==> src/verilog/sm83_pkg.sv <==
package sm83_pkg;

	// External bus widths.
	localparam int ADDR_W = 16;
	localparam int DATA_W = 8;

	typedef logic [DATA_W-1:0] word_t;
	typedef logic [ADDR_W-1:0] addr_t;

	// Kinds of memory cycle the core side can ask for.
	typedef enum logic [1:0] {
		REQ_READ       = 2'd0,
		REQ_WRITE      = 2'd1,
		REQ_FETCH      = 2'd2,
		// Loads 00 into the instruction register, used on interrupt dispatch.
		REQ_FETCH_ZERO = 2'd3
	} req_kind_t;

	// Interrupt-enable register, served on chip.
	localparam addr_t IE_ADDR = 16'hffff;

endpackage
==> src/verilog/sm83_bus_unit.sv <==
`timescale 1ns/10ps

module sm83_bus_unit (
	input  logic                clk,
	input  logic                reset,
	input  logic                req_valid,
	input  sm83_pkg::req_kind_t req_kind,
	input  sm83_pkg::addr_t     req_addr,
	input  sm83_pkg::word_t     req_wdata,
	input  logic                req_cb,
	output logic                req_ready,
	output logic                rsp_valid,
	output sm83_pkg::word_t     rsp_data,
	output sm83_pkg::word_t     rsp_opcode,
	output logic                rsp_bank_cb,
	input  logic                rsp_ready,
	output sm83_pkg::addr_t     addr,
	output logic                rd,
	output logic                wr,
	output sm83_pkg::word_t     ext_dout,
	input  sm83_pkg::word_t     ext_din
);

	// T-states.
	logic t1;
	logic t2;
	logic t3;
	logic t4;

	// Controller to io strobes.
	logic            mread;
	logic            mwrite;
	logic            apin_we;
	logic            dl_we;
	logic            ctl_ir_we;
	logic            ctl_ir_bank_we;
	logic            ctl_ir_bank_cb_set;
	logic            ctl_zero_data_oe;
	logic            iena_sel;
	sm83_pkg::addr_t ain;
	sm83_pkg::word_t din;
	sm83_pkg::word_t iena;

	// io back to controller.
	sm83_pkg::word_t dout;
	sm83_pkg::word_t opcode;

	sm83_tstate sm83_tstate_i (.*);

	sm83_mcycle_ctl sm83_mcycle_ctl_i (.*);

	// Address pins come out of the io block as aout.
	sm83_io sm83_io_i (
		.*,
		.aout(addr),
		.bank_cb()
	);

endmodule

==> src/verilog/sm83_mcycle_ctl.sv <==
`timescale 1ns/10ps

module sm83_mcycle_ctl (
	input  logic                clk,
	input  logic                reset,
	input  logic                t4,
	input  logic                req_valid,
	input  logic                req_cb,
	input  logic                rsp_ready,
	input  logic                rd,
	input  sm83_pkg::req_kind_t req_kind,
	input  sm83_pkg::addr_t     req_addr,
	input  sm83_pkg::word_t     req_wdata,
	input  sm83_pkg::word_t     dout,
	input  sm83_pkg::word_t     opcode,
	output logic                req_ready,
	output logic                rsp_valid,
	output logic                mread,
	output logic                mwrite,
	output logic                apin_we,
	output logic                dl_we,
	output logic                ctl_ir_we,
	output logic                ctl_ir_bank_we,
	output logic                ctl_ir_bank_cb_set,
	output logic                ctl_zero_data_oe,
	output logic                iena_sel,
	output sm83_pkg::addr_t     ain,
	output sm83_pkg::word_t     din,
	output sm83_pkg::word_t     iena,
	output sm83_pkg::word_t     rsp_data,
	output sm83_pkg::word_t     rsp_opcode,
	output logic                rsp_bank_cb
);

	typedef enum logic [1:0] {
		ST_IDLE,
		ST_BUSY,
		ST_PENDING
	} state_t;

	state_t              state;
	sm83_pkg::req_kind_t kind_r;
	logic                cb_r;
	logic                ie_sel_r;
	sm83_pkg::word_t     ie_r;
	logic                accept;
	logic                ie_hit;
	logic                zero_fetch;
	logic                cycle_end;
	logic                fetch_end;

	// New work is taken only at a cycle boundary with nothing in flight.
	assign req_ready  = (state == ST_IDLE) && t4;
	assign rsp_valid  = (state == ST_PENDING);
	assign accept     = req_valid && req_ready;
	assign ie_hit     = (req_addr == sm83_pkg::IE_ADDR);
	assign zero_fetch = accept && (req_kind == sm83_pkg::REQ_FETCH_ZERO);
	assign cycle_end  = (state == ST_BUSY) && t4;
	assign fetch_end  = cycle_end && rd && (kind_r == sm83_pkg::REQ_FETCH);

	// Bus strobes all come in the accepting t4.
	assign mread   = accept && (req_kind == sm83_pkg::REQ_READ ||
		req_kind == sm83_pkg::REQ_FETCH);
	// IE writes stay on chip.
	assign mwrite  = accept && (req_kind == sm83_pkg::REQ_WRITE) && !ie_hit;
	assign apin_we = accept && (req_kind != sm83_pkg::REQ_FETCH_ZERO);
	assign dl_we   = accept && (req_kind == sm83_pkg::REQ_WRITE);
	assign ain     = req_addr;
	assign din     = req_wdata;

	// IR loads at the fetch's last t4, or right away for a zero fetch.
	assign ctl_ir_we          = fetch_end || zero_fetch;
	assign ctl_ir_bank_we     = fetch_end || zero_fetch;
	assign ctl_ir_bank_cb_set = zero_fetch ? req_cb : cb_r;
	assign ctl_zero_data_oe   = zero_fetch;

	assign iena     = ie_r;
	assign iena_sel = (state == ST_BUSY) && ie_sel_r;

	always_ff @(posedge clk) begin
		if (reset) begin
			state       <= ST_IDLE;
			ie_r        <= '0;
			rsp_bank_cb <= 1'b0;
		end else begin
			case (state)
				ST_IDLE: begin
					if (accept)
						state <= zero_fetch ? ST_PENDING : ST_BUSY;
				end
				ST_BUSY: begin
					if (t4)
						state <= ST_PENDING;
				end
				ST_PENDING: begin
					if (rsp_ready)
						state <= ST_IDLE;
				end
				default: state <= ST_IDLE;
			endcase
			if (accept && req_kind == sm83_pkg::REQ_WRITE && ie_hit)
				ie_r <= req_wdata;
			// Mirrors the bank flag held in the io block.
			if (ctl_ir_bank_we)
				rsp_bank_cb <= ctl_ir_bank_cb_set;
		end
	end

	// Request fields kept for the rest of the machine cycle.
	always_ff @(posedge clk) begin
		if (accept) begin
			kind_r   <= req_kind;
			cb_r     <= req_cb;
			ie_sel_r <= (req_kind == sm83_pkg::REQ_READ) && ie_hit;
		end
	end

	// Response hold registers.
	always_ff @(posedge clk) begin
		if (zero_fetch || cycle_end) begin
			rsp_data   <= zero_fetch ? '0 : dout;
			rsp_opcode <= opcode;
		end
	end

	// A waiting request holds its fields until it is taken.
	assert property (@(posedge clk) disable iff (reset)
		(req_valid && !req_ready) |=> (req_valid && $stable(req_kind) &&
			$stable(req_addr) && $stable(req_wdata) && $stable(req_cb)))
		else $error("request changed while waiting for req_ready");

endmodule

==> src/verilog/sm83_io.sv <==
`timescale 1ns/10ps

module sm83_io (
	input  logic            clk,
	input  logic            reset,
	input  logic            t1,
	input  logic            t2,
	input  logic            t3,
	input  logic            t4,
	input  logic            mread,
	input  logic            mwrite,
	input  logic            apin_we,
	input  logic            dl_we,
	input  logic            iena_sel,
	input  logic            ctl_ir_we,
	input  logic            ctl_ir_bank_we,
	input  logic            ctl_ir_bank_cb_set,
	input  logic            ctl_zero_data_oe,
	input  sm83_pkg::addr_t ain,
	input  sm83_pkg::word_t din,
	input  sm83_pkg::word_t ext_din,
	input  sm83_pkg::word_t iena,
	output sm83_pkg::addr_t aout,
	output sm83_pkg::word_t dout,
	output sm83_pkg::word_t ext_dout,
	output sm83_pkg::word_t opcode,
	output logic            rd,
	output logic            wr,
	output logic            bank_cb
);

	sm83_pkg::word_t data;
	sm83_pkg::word_t bus_byte;
	sm83_pkg::word_t data_t4;
	sm83_pkg::word_t opcode_r;

	// A strobe seen at t4 opens the next machine cycle, and rd or wr stays up through it.
	always_ff @(posedge clk) begin
		if (reset) begin
			rd <= 1'b0;
			wr <= 1'b0;
		end else if (t4) begin
			rd <= mread;
			wr <= mwrite;
		end
	end

	// Upper address lines drop to zero between cycles, a new address overrides.
	always_ff @(posedge clk) begin
		if (t4)
			aout[sm83_pkg::ADDR_W-1:sm83_pkg::DATA_W] <= '0;
		if (apin_we)
			aout <= ain;
	end

	// Byte arriving at the end of a read.
	assign bus_byte = iena_sel ? iena : ext_din;
	assign data_t4  = ctl_zero_data_oe ? '0 : bus_byte;

	// Data latch.
	always_ff @(posedge clk) begin
		if (ctl_zero_data_oe)
			data <= '0;
		else if (dl_we)
			data <= din;
		else if (rd && t4)
			data <= bus_byte;
	end

	// During the read's t4 the incoming byte is passed straight through.
	assign dout     = (rd && t4) ? data_t4 : data;
	assign ext_dout = data;

	// Instruction register and CB bank flag.
	always_ff @(posedge clk) begin
		if (reset) begin
			opcode_r <= '0;
			bank_cb  <= 1'b0;
		end else begin
			if (ctl_ir_we)
				opcode_r <= data_t4;
			if (ctl_ir_bank_we)
				bank_cb <= ctl_ir_bank_cb_set;
		end
	end

	// The opcode being loaded is visible in the same cycle.
	assign opcode = ctl_ir_we ? data_t4 : opcode_r;

	// A bus cycle may only be started at the end of the previous one.
	assert property (@(posedge clk) disable iff (reset) (mread || mwrite) |-> t4)
		else $error("mread or mwrite outside t4");

	// Only one kind of cycle at a time.
	assert property (@(posedge clk) disable iff (reset) !(mread && mwrite))
		else $error("mread and mwrite together");

	// The IR is loaded from a finishing read, or forced to zero.
	assert property (@(posedge clk) disable iff (reset)
		ctl_ir_we |-> ((t4 && rd) || ctl_zero_data_oe))
		else $error("instruction register written outside a read t4");

	// Address and data latches are never loaded in the middle of a machine cycle.
	assert property (@(posedge clk) disable iff (reset)
		(t1 || t2 || t3) |-> !(apin_we || dl_we || ctl_ir_bank_we))
		else $error("latch enable in t1 to t3");

endmodule

==> src/verilog/sm83_tstate.sv <==
`timescale 1ns/10ps

module sm83_tstate (
	input  logic clk,
	input  logic reset,
	output logic t1,
	output logic t2,
	output logic t3,
	output logic t4
);

	// One-hot ring, bit 0 is t1 and bit 3 is t4.
	logic [3:0] ring;

	// Reset parks the ring on t4 so the first machine cycle can start at once.
	always_ff @(posedge clk) begin
		if (reset)
			ring <= 4'b1000;
		else
			ring <= {ring[2:0], ring[3]};
	end

	assign t1 = ring[0];
	assign t2 = ring[1];
	assign t3 = ring[2];
	assign t4 = ring[3];

	// Both other blocks key their strobes on a single active T-state.
	assert property (@(posedge clk) disable iff (reset) $onehot(ring))
		else $error("T-state ring is not one-hot: %b", ring);

endmodule

==> config.mk <==
export PLATFORM = sky130hd
export DESIGN_NAME = sm83_bus_unit
export DESIGN_NICKNAME = d
export VERILOG_FILES = /design/src/verilog/sm83_pkg.sv /design/src/verilog/sm83_bus_unit.sv /design/src/verilog/sm83_mcycle_ctl.sv /design/src/verilog/sm83_io.sv /design/src/verilog/sm83_tstate.sv
export SDC_FILE = /design/constraint.sdc
export NUM_CORES = 1
export LEC_CHECK = 0
export ABC_AREA = 1
export BUFFER_PORTS_ARGS = -buffer_cell sky130_fd_sc_hd__buf_4
export CAP_MARGIN = 20
export CORE_MARGIN = 2
export CORE_UTILIZATION = 50
export DETAILED_ROUTE_END_ITERATION = 6
export PLACE_DENSITY = 0.8
export SYNTH_ARGS = -nofsm -noshare
export SYNTH_HDL_FRONTEND = slang
export SYNTH_HIERARCHICAL = 1
export SYNTH_SLANG_ARGS = --single-unit
==> constraint.sdc <==
create_clock -name clk -period 3.49 [get_ports clk]
set_clock_uncertainty 0.1 [all_clocks]
set_input_delay 0.5235 -clock clk [delete_from_list [all_inputs] [get_ports clk]]
set_output_delay 0.5235 -clock clk [all_outputs]
set_load 0.03 [all_outputs]
### Word-level counts from Yosys, hierarchy flattened

Index checks and enable logic that the tools add are counted.

| storage, ports and cells | value |
|---|---|
| output and inout port bits | 45 |
| bits of input ports | 39 |
| logic and storage cells | 63 |
| bits in registers | 69 |

| cells by class | value |
|---|---|
| equal/unequal tests | 11 |
| reductions and logical operators | 23 |
| muxes and demuxes | 14 |

Operators by type and width:

| operator | count |
|---|---|
| 8-bit 2-to-1 mux | 7 |
| 16-bit == test, second input constant | 1 |
| 16-bit 2-to-1 mux | 1 |
| 1-bit logical AND | 14 |
| 2-bit == test, second input constant | 4 |
| 2-bit 2-to-1 mux | 4 |
| 2-bit one-hot mux with 3 select lines | 1 |
| 2-bit by 1-bit == test with 1-bit output, second input constant | 2 |
| 2-bit zero test | 2 |
| 2-bit by 1-bit inequality test with 1-bit output, second input constant | 2 |
| 2-bit inequality test, second input constant | 2 |
| 2-bit nonzero test | 2 |
| 1-bit logical OR | 3 |
| 3-bit AND reduction | 1 |
| 1-bit zero test | 1 |
| 1-bit 2-to-1 mux | 1 |

### Longest topological paths before layout

| depth | value |
|---|---|
| depth after elaboration | 7 |
| gate-level depth with buffers | 11 |
| depth with buffers taken out | 10 |

### Hierarchy

The synthesis kept the hierarchy.

By module, submodules not included:

| module | cells each | instances | area an instance (µm²) | seq. area each (µm²) |
|---|---|---|---|---|
| sm83_io | 204 | 1 | 1600.3 | 860.8 |
| sm83_mcycle_ctl | 172 | 1 | 1512.7 | 820.8 |
| sm83_tstate | 13 | 1 | 113.9 | 80.1 |

### Least setup slack after synthesis

Ideal clock, no wire load.

| timing | value |
|---|---|
| path kind | reg2reg |
| start point | reg sm83_tstate_i.ring[3] |
| end point | reg sm83_mcycle_ctl_i.rsp_data[0] (enable) |
| buffers on the path | 0 |
| clock period less this slack | 2011 ps |
| required time | 2993 ps |
| setup time | 397 ps |
| arrival | 1514 ps |
| cell stages (with the launch flop) | 3 |
| slack | 1479 ps |
| cells stage by stage | dfxtp_1 > nand3_4 > o22ai_1 |

| on the way | value |
|---|---|
| longest elaborated chain between the ends | 4 |
| elaborated cells on any way between the ends | 5 |
| those cells by class | reduce/logical: 5 |

Ends and longest elaborated chain:

| item | RTL line | text |
|---|---|---|
| from (decl) | sm83_tstate.sv:13 | `logic [3:0] ring;` |
| from (signal assigned) | sm83_tstate.sv:20 | `ring <= {ring[2:0], ring[3]};` |
| 1-bit logical AND | sm83_mcycle_ctl.sv:53 | `assign req_ready = (state == ST_IDLE) && t4;` |
| 1-bit logical AND | sm83_mcycle_ctl.sv:55 | `assign accept = req_valid && req_ready;` |
| 1-bit logical AND | sm83_mcycle_ctl.sv:57 | `assign zero_fetch = accept && (req_kind == sm83_pkg::REQ_FETCH_ZERO);` |
| 1-bit logical OR * | sm83_mcycle_ctl.sv:120 | `if (zero_fetch \|\| cycle_end) begin` |
| to (signal assigned) | sm83_mcycle_ctl.sv:121 | `rsp_data <= zero_fetch ? '0 : dout;` |
| to (decl) | sm83_mcycle_ctl.sv:30 | `output sm83_pkg::word_t rsp_data,` |

Mark *: on every way between the ends. The rest lies on a longest branch, timed or not.
A chain may end at the register's enable or synchronous reset.

### Final worst setup path

| timing | value |
|---|---|
| start point | reg sm83_tstate_i.ring[3] |
| end point | reg sm83_io_i.aout[10] (enable) |

| on the way | value |
|---|---|
| longest elaborated chain between the ends | 4 |

Ends and longest elaborated chain:

| item | RTL line | text |
|---|---|---|
| 1-bit logical AND | sm83_mcycle_ctl.sv:53 |  |
| 1-bit logical AND | sm83_mcycle_ctl.sv:55 |  |
| via sm83_mcycle_ctl_i.accept | sm83_mcycle_ctl.sv:46 | `logic accept;` |
| 1-bit logical AND | sm83_mcycle_ctl.sv:66 | `assign apin_we = accept && (req_kind != sm83_pkg::REQ_FETCH_ZERO);` |
| via apin_we | sm83_bus_unit.sv:33 | `logic apin_we;` |
| 2-bit nonzero test (no source line) | - |  |
| to (signal assigned) | sm83_io.sv:53 | `aout <= ain;` |
| to (decl) | sm83_io.sv:23 | `output sm83_pkg::addr_t aout,` |

The timed path passes the listed nets, and every way through them passes these cells.

==> flow_metrics.py <==
metrics = {
    "floorplanning": {
        "start_util_pct": 50.9,
        "die_area_um2": 7040,
        "io_pins": 84,
        "chipHeight_um": 83.9,
        "die_w_um": 83.9,
        "rows": 29,
        "core_area_um2": 6280,
    },
    "sta": {
        "period_share_pct": 62.4,
        "tightest_slew_ns": 0.644,
        "fin_crit_ns": 2.18,
        "setup_tns_ns": 0,
        "fmax_mhz": 459,
        "hold_violations": 0,
        "finalSetupViolations": 0,
        "relSlewSlack_pct": 57.0,
        "rsz0062_at_grt": "false",
        "drv_slew": 0,
    },
    "global_routing": {
        "antenna_found_initial": 0,
        "met2_usage_pct": 32.3,
        "gr-total-overflow": 0,
        "grt_busiest_layer": "met2",
        "grt_pass1_vias": 2322,
        "grt_use_total_pct": 18.7,
        "use_met3_pct": 4.15,
        "grt_pass1_wl_um": 10500,
        "grt_max_degree": 26,
        "grt_use_met1_pct": 22.4,
    },
    "setup_path": {
        "timing_worst_setup_path_type": "flip-flop to flip-flop",
        "crit_slowest_cell": "dfxtp_1",
        "crit_required_ns": 3.42,
        "arrival_ns": 2.11,
        "crit_top_cell": "inv_1",
        "path_delay_family": "buffers and inverters",
        "path_cells": "nand3_4, inv_1, nand2_1, inv_1, or2_2",
        "cp-end-kind": "flip-flop",
        "cp_max_fo": 17,
        "r2r_cells": 5,
        "startpoint_type": "flip-flop",
        "r2r-start": "sm83_tstate_i/ring[3]",
        "rr_endpoint": "sm83_io_i/aout[10]",
        "rrSetupSlack_ns": 1.31,
        "critPathBufInv": 2,
        "slowest_delay_ns": 0.55,
    },
    "clock_tree": {
        "cts_max_level": 3,
        "cts_setup_buffers": 0,
        "numCtsBuffers": 9,
        "cts.repair.resized": 0,
        "hold_buffers": 0,
        "clock-sinks": 69,
        "clock_latency_ns": 0.33,
        "cts_buffer_depth": 2,
        "cts_tree": "built",
        "cts_root_buffer": "clkbuf_8",
        "cts.reportedPaths.clkPinSlew_ns": 0.07,
    },
    "worst_hold_path": {
        "whs_endpoint": "sm83_io_i/aout[1]",
        "hold_path_depth": 1,
        "hp-class": "input port to flip-flop",
        "hp-start": "req_addr[1]",
    },
    "synth": {
        "postSynthNetCount": 425,
        "postSynthCellCount": 386,
        "syn_area_um2": 3190,
        "ys_warn_count": 6,
        "avgSynthCellArea_um2": 8.27,
    },
    "run": {
        "cap_violations": 0,
    },
    "drt": {
        "dr.pass1.iters": 4,
        "detail_route.vias_per_cell": 4.76,
        "vias": 2511,
        "drc": 0,
        "ant_nets": 0,
        "avgRoutedWirePerCell_um": 11.9,
        "wl_um": 6280,
        "dr.first_iter.drc_count": 166,
    },
    "final_layout": {
        "nNetsFinal": 485,
        "final_util_pct": 61.5,
        "layout_commonest_cell": "nand2_1",
        "antennaDiodeCount": 0,
        "final_area_um2": 3860,
        "drive_gt1_share_pct": 24.6,
        "layout_common_cells": "nand2_1, buf_4, inv_1, nor2_1, edfxtp_1",
        "syn_to_final_growth_pct": 20.9,
    },
    "pwr": {
        "ir_drop_mv": 0.363,
        "powerDensity_nw_per_um2": 509,
        "leakagePower_nw": 1.94,
    },
    "placement": {
        "postPlaceCellArea_um2": 3660,
        "hpwl_um": 4710,
        "gp_congestion": 0.870,
        "io_buffers": 83,
    },
    "status": {
        "status": "completed",
    },
}
## sequential cells by signal, summed over array words and instances (netlist names), 2 cells and up
register	cells
sm83_io_i/ext_dout	8
sm83_io_i/aout	16
sm83_mcycle_ctl_i/iena	8
sm83_mcycle_ctl_i/rsp_opcode	8
sm83_tstate_i/ring	4
sm83_mcycle_ctl_i/rsp_data	8
sm83_mcycle_ctl_i/state	2
sm83_io_i/opcode_r	8
sm83_mcycle_ctl_i/kind_r	2
## worst max-delay path by stage
stage                                     start                            end  slack, ns  cells past startpoint
after detailed placement            req_kind[1]  sm83_mcycle_ctl_i/rsp_data[4]       1.29                      9
after global routing      sm83_tstate_i/ring[3]             sm83_io_i/aout[15]       1.12                      5
final                     sm83_tstate_i/ring[3]             sm83_io_i/aout[10]       1.31                      5
after CTS                 sm83_tstate_i/ring[3]             sm83_io_i/aout[10]       1.33                      5
after global placement              req_kind[1]  sm83_mcycle_ctl_i/rsp_data[4]       1.35                      9
after floorplan           sm83_tstate_i/ring[3]  sm83_mcycle_ctl_i/rsp_data[0]       1.48                      2
## power breakdown
part / leakage [nW] / switching (mW) / internal [mW]
combinational: 1.22 / 0.226 / 0.140
sequential: 0.614 / 0.0334 / 0.919
clock: 0.102 / 0.282 / 0.367
## per-layer routing
metal	vias to the layer above	wire length, um
met5	-	0
met4	0	119
met3	12	302
met2	77	3200
met1	1132	2660
li1	1290	-
## final cells by class
cell class | count | area, um^2
well taps | 77 | 96.3
clock buffers | 12 | 155
inverters | 52 | 195
flip-flops and latches | 69 | 1740
repair buffers | 85 | 638
clock inverters | 4 | 47.5
multi-input cells | 229 | 987
fillers | 557 | 2420
## per-stage QoR
stage | hold slack, ns | setup slack (ns) | instances | power (mW)
global route | 0.258 | 1.12 | 528 | 2.05
global placement | 0.291 | 1.35 | 512 | 1.33
finish | 0.269 | 1.31 | 528 | 1.97
CTS | 0.257 | 1.33 | 528 | 1.98
floorplan | 0.286 | 1.48 | 386 | 1.21
detailed placement | 0.300 | 1.29 | 512 | 1.34
(Power assumes the default switching activity.)
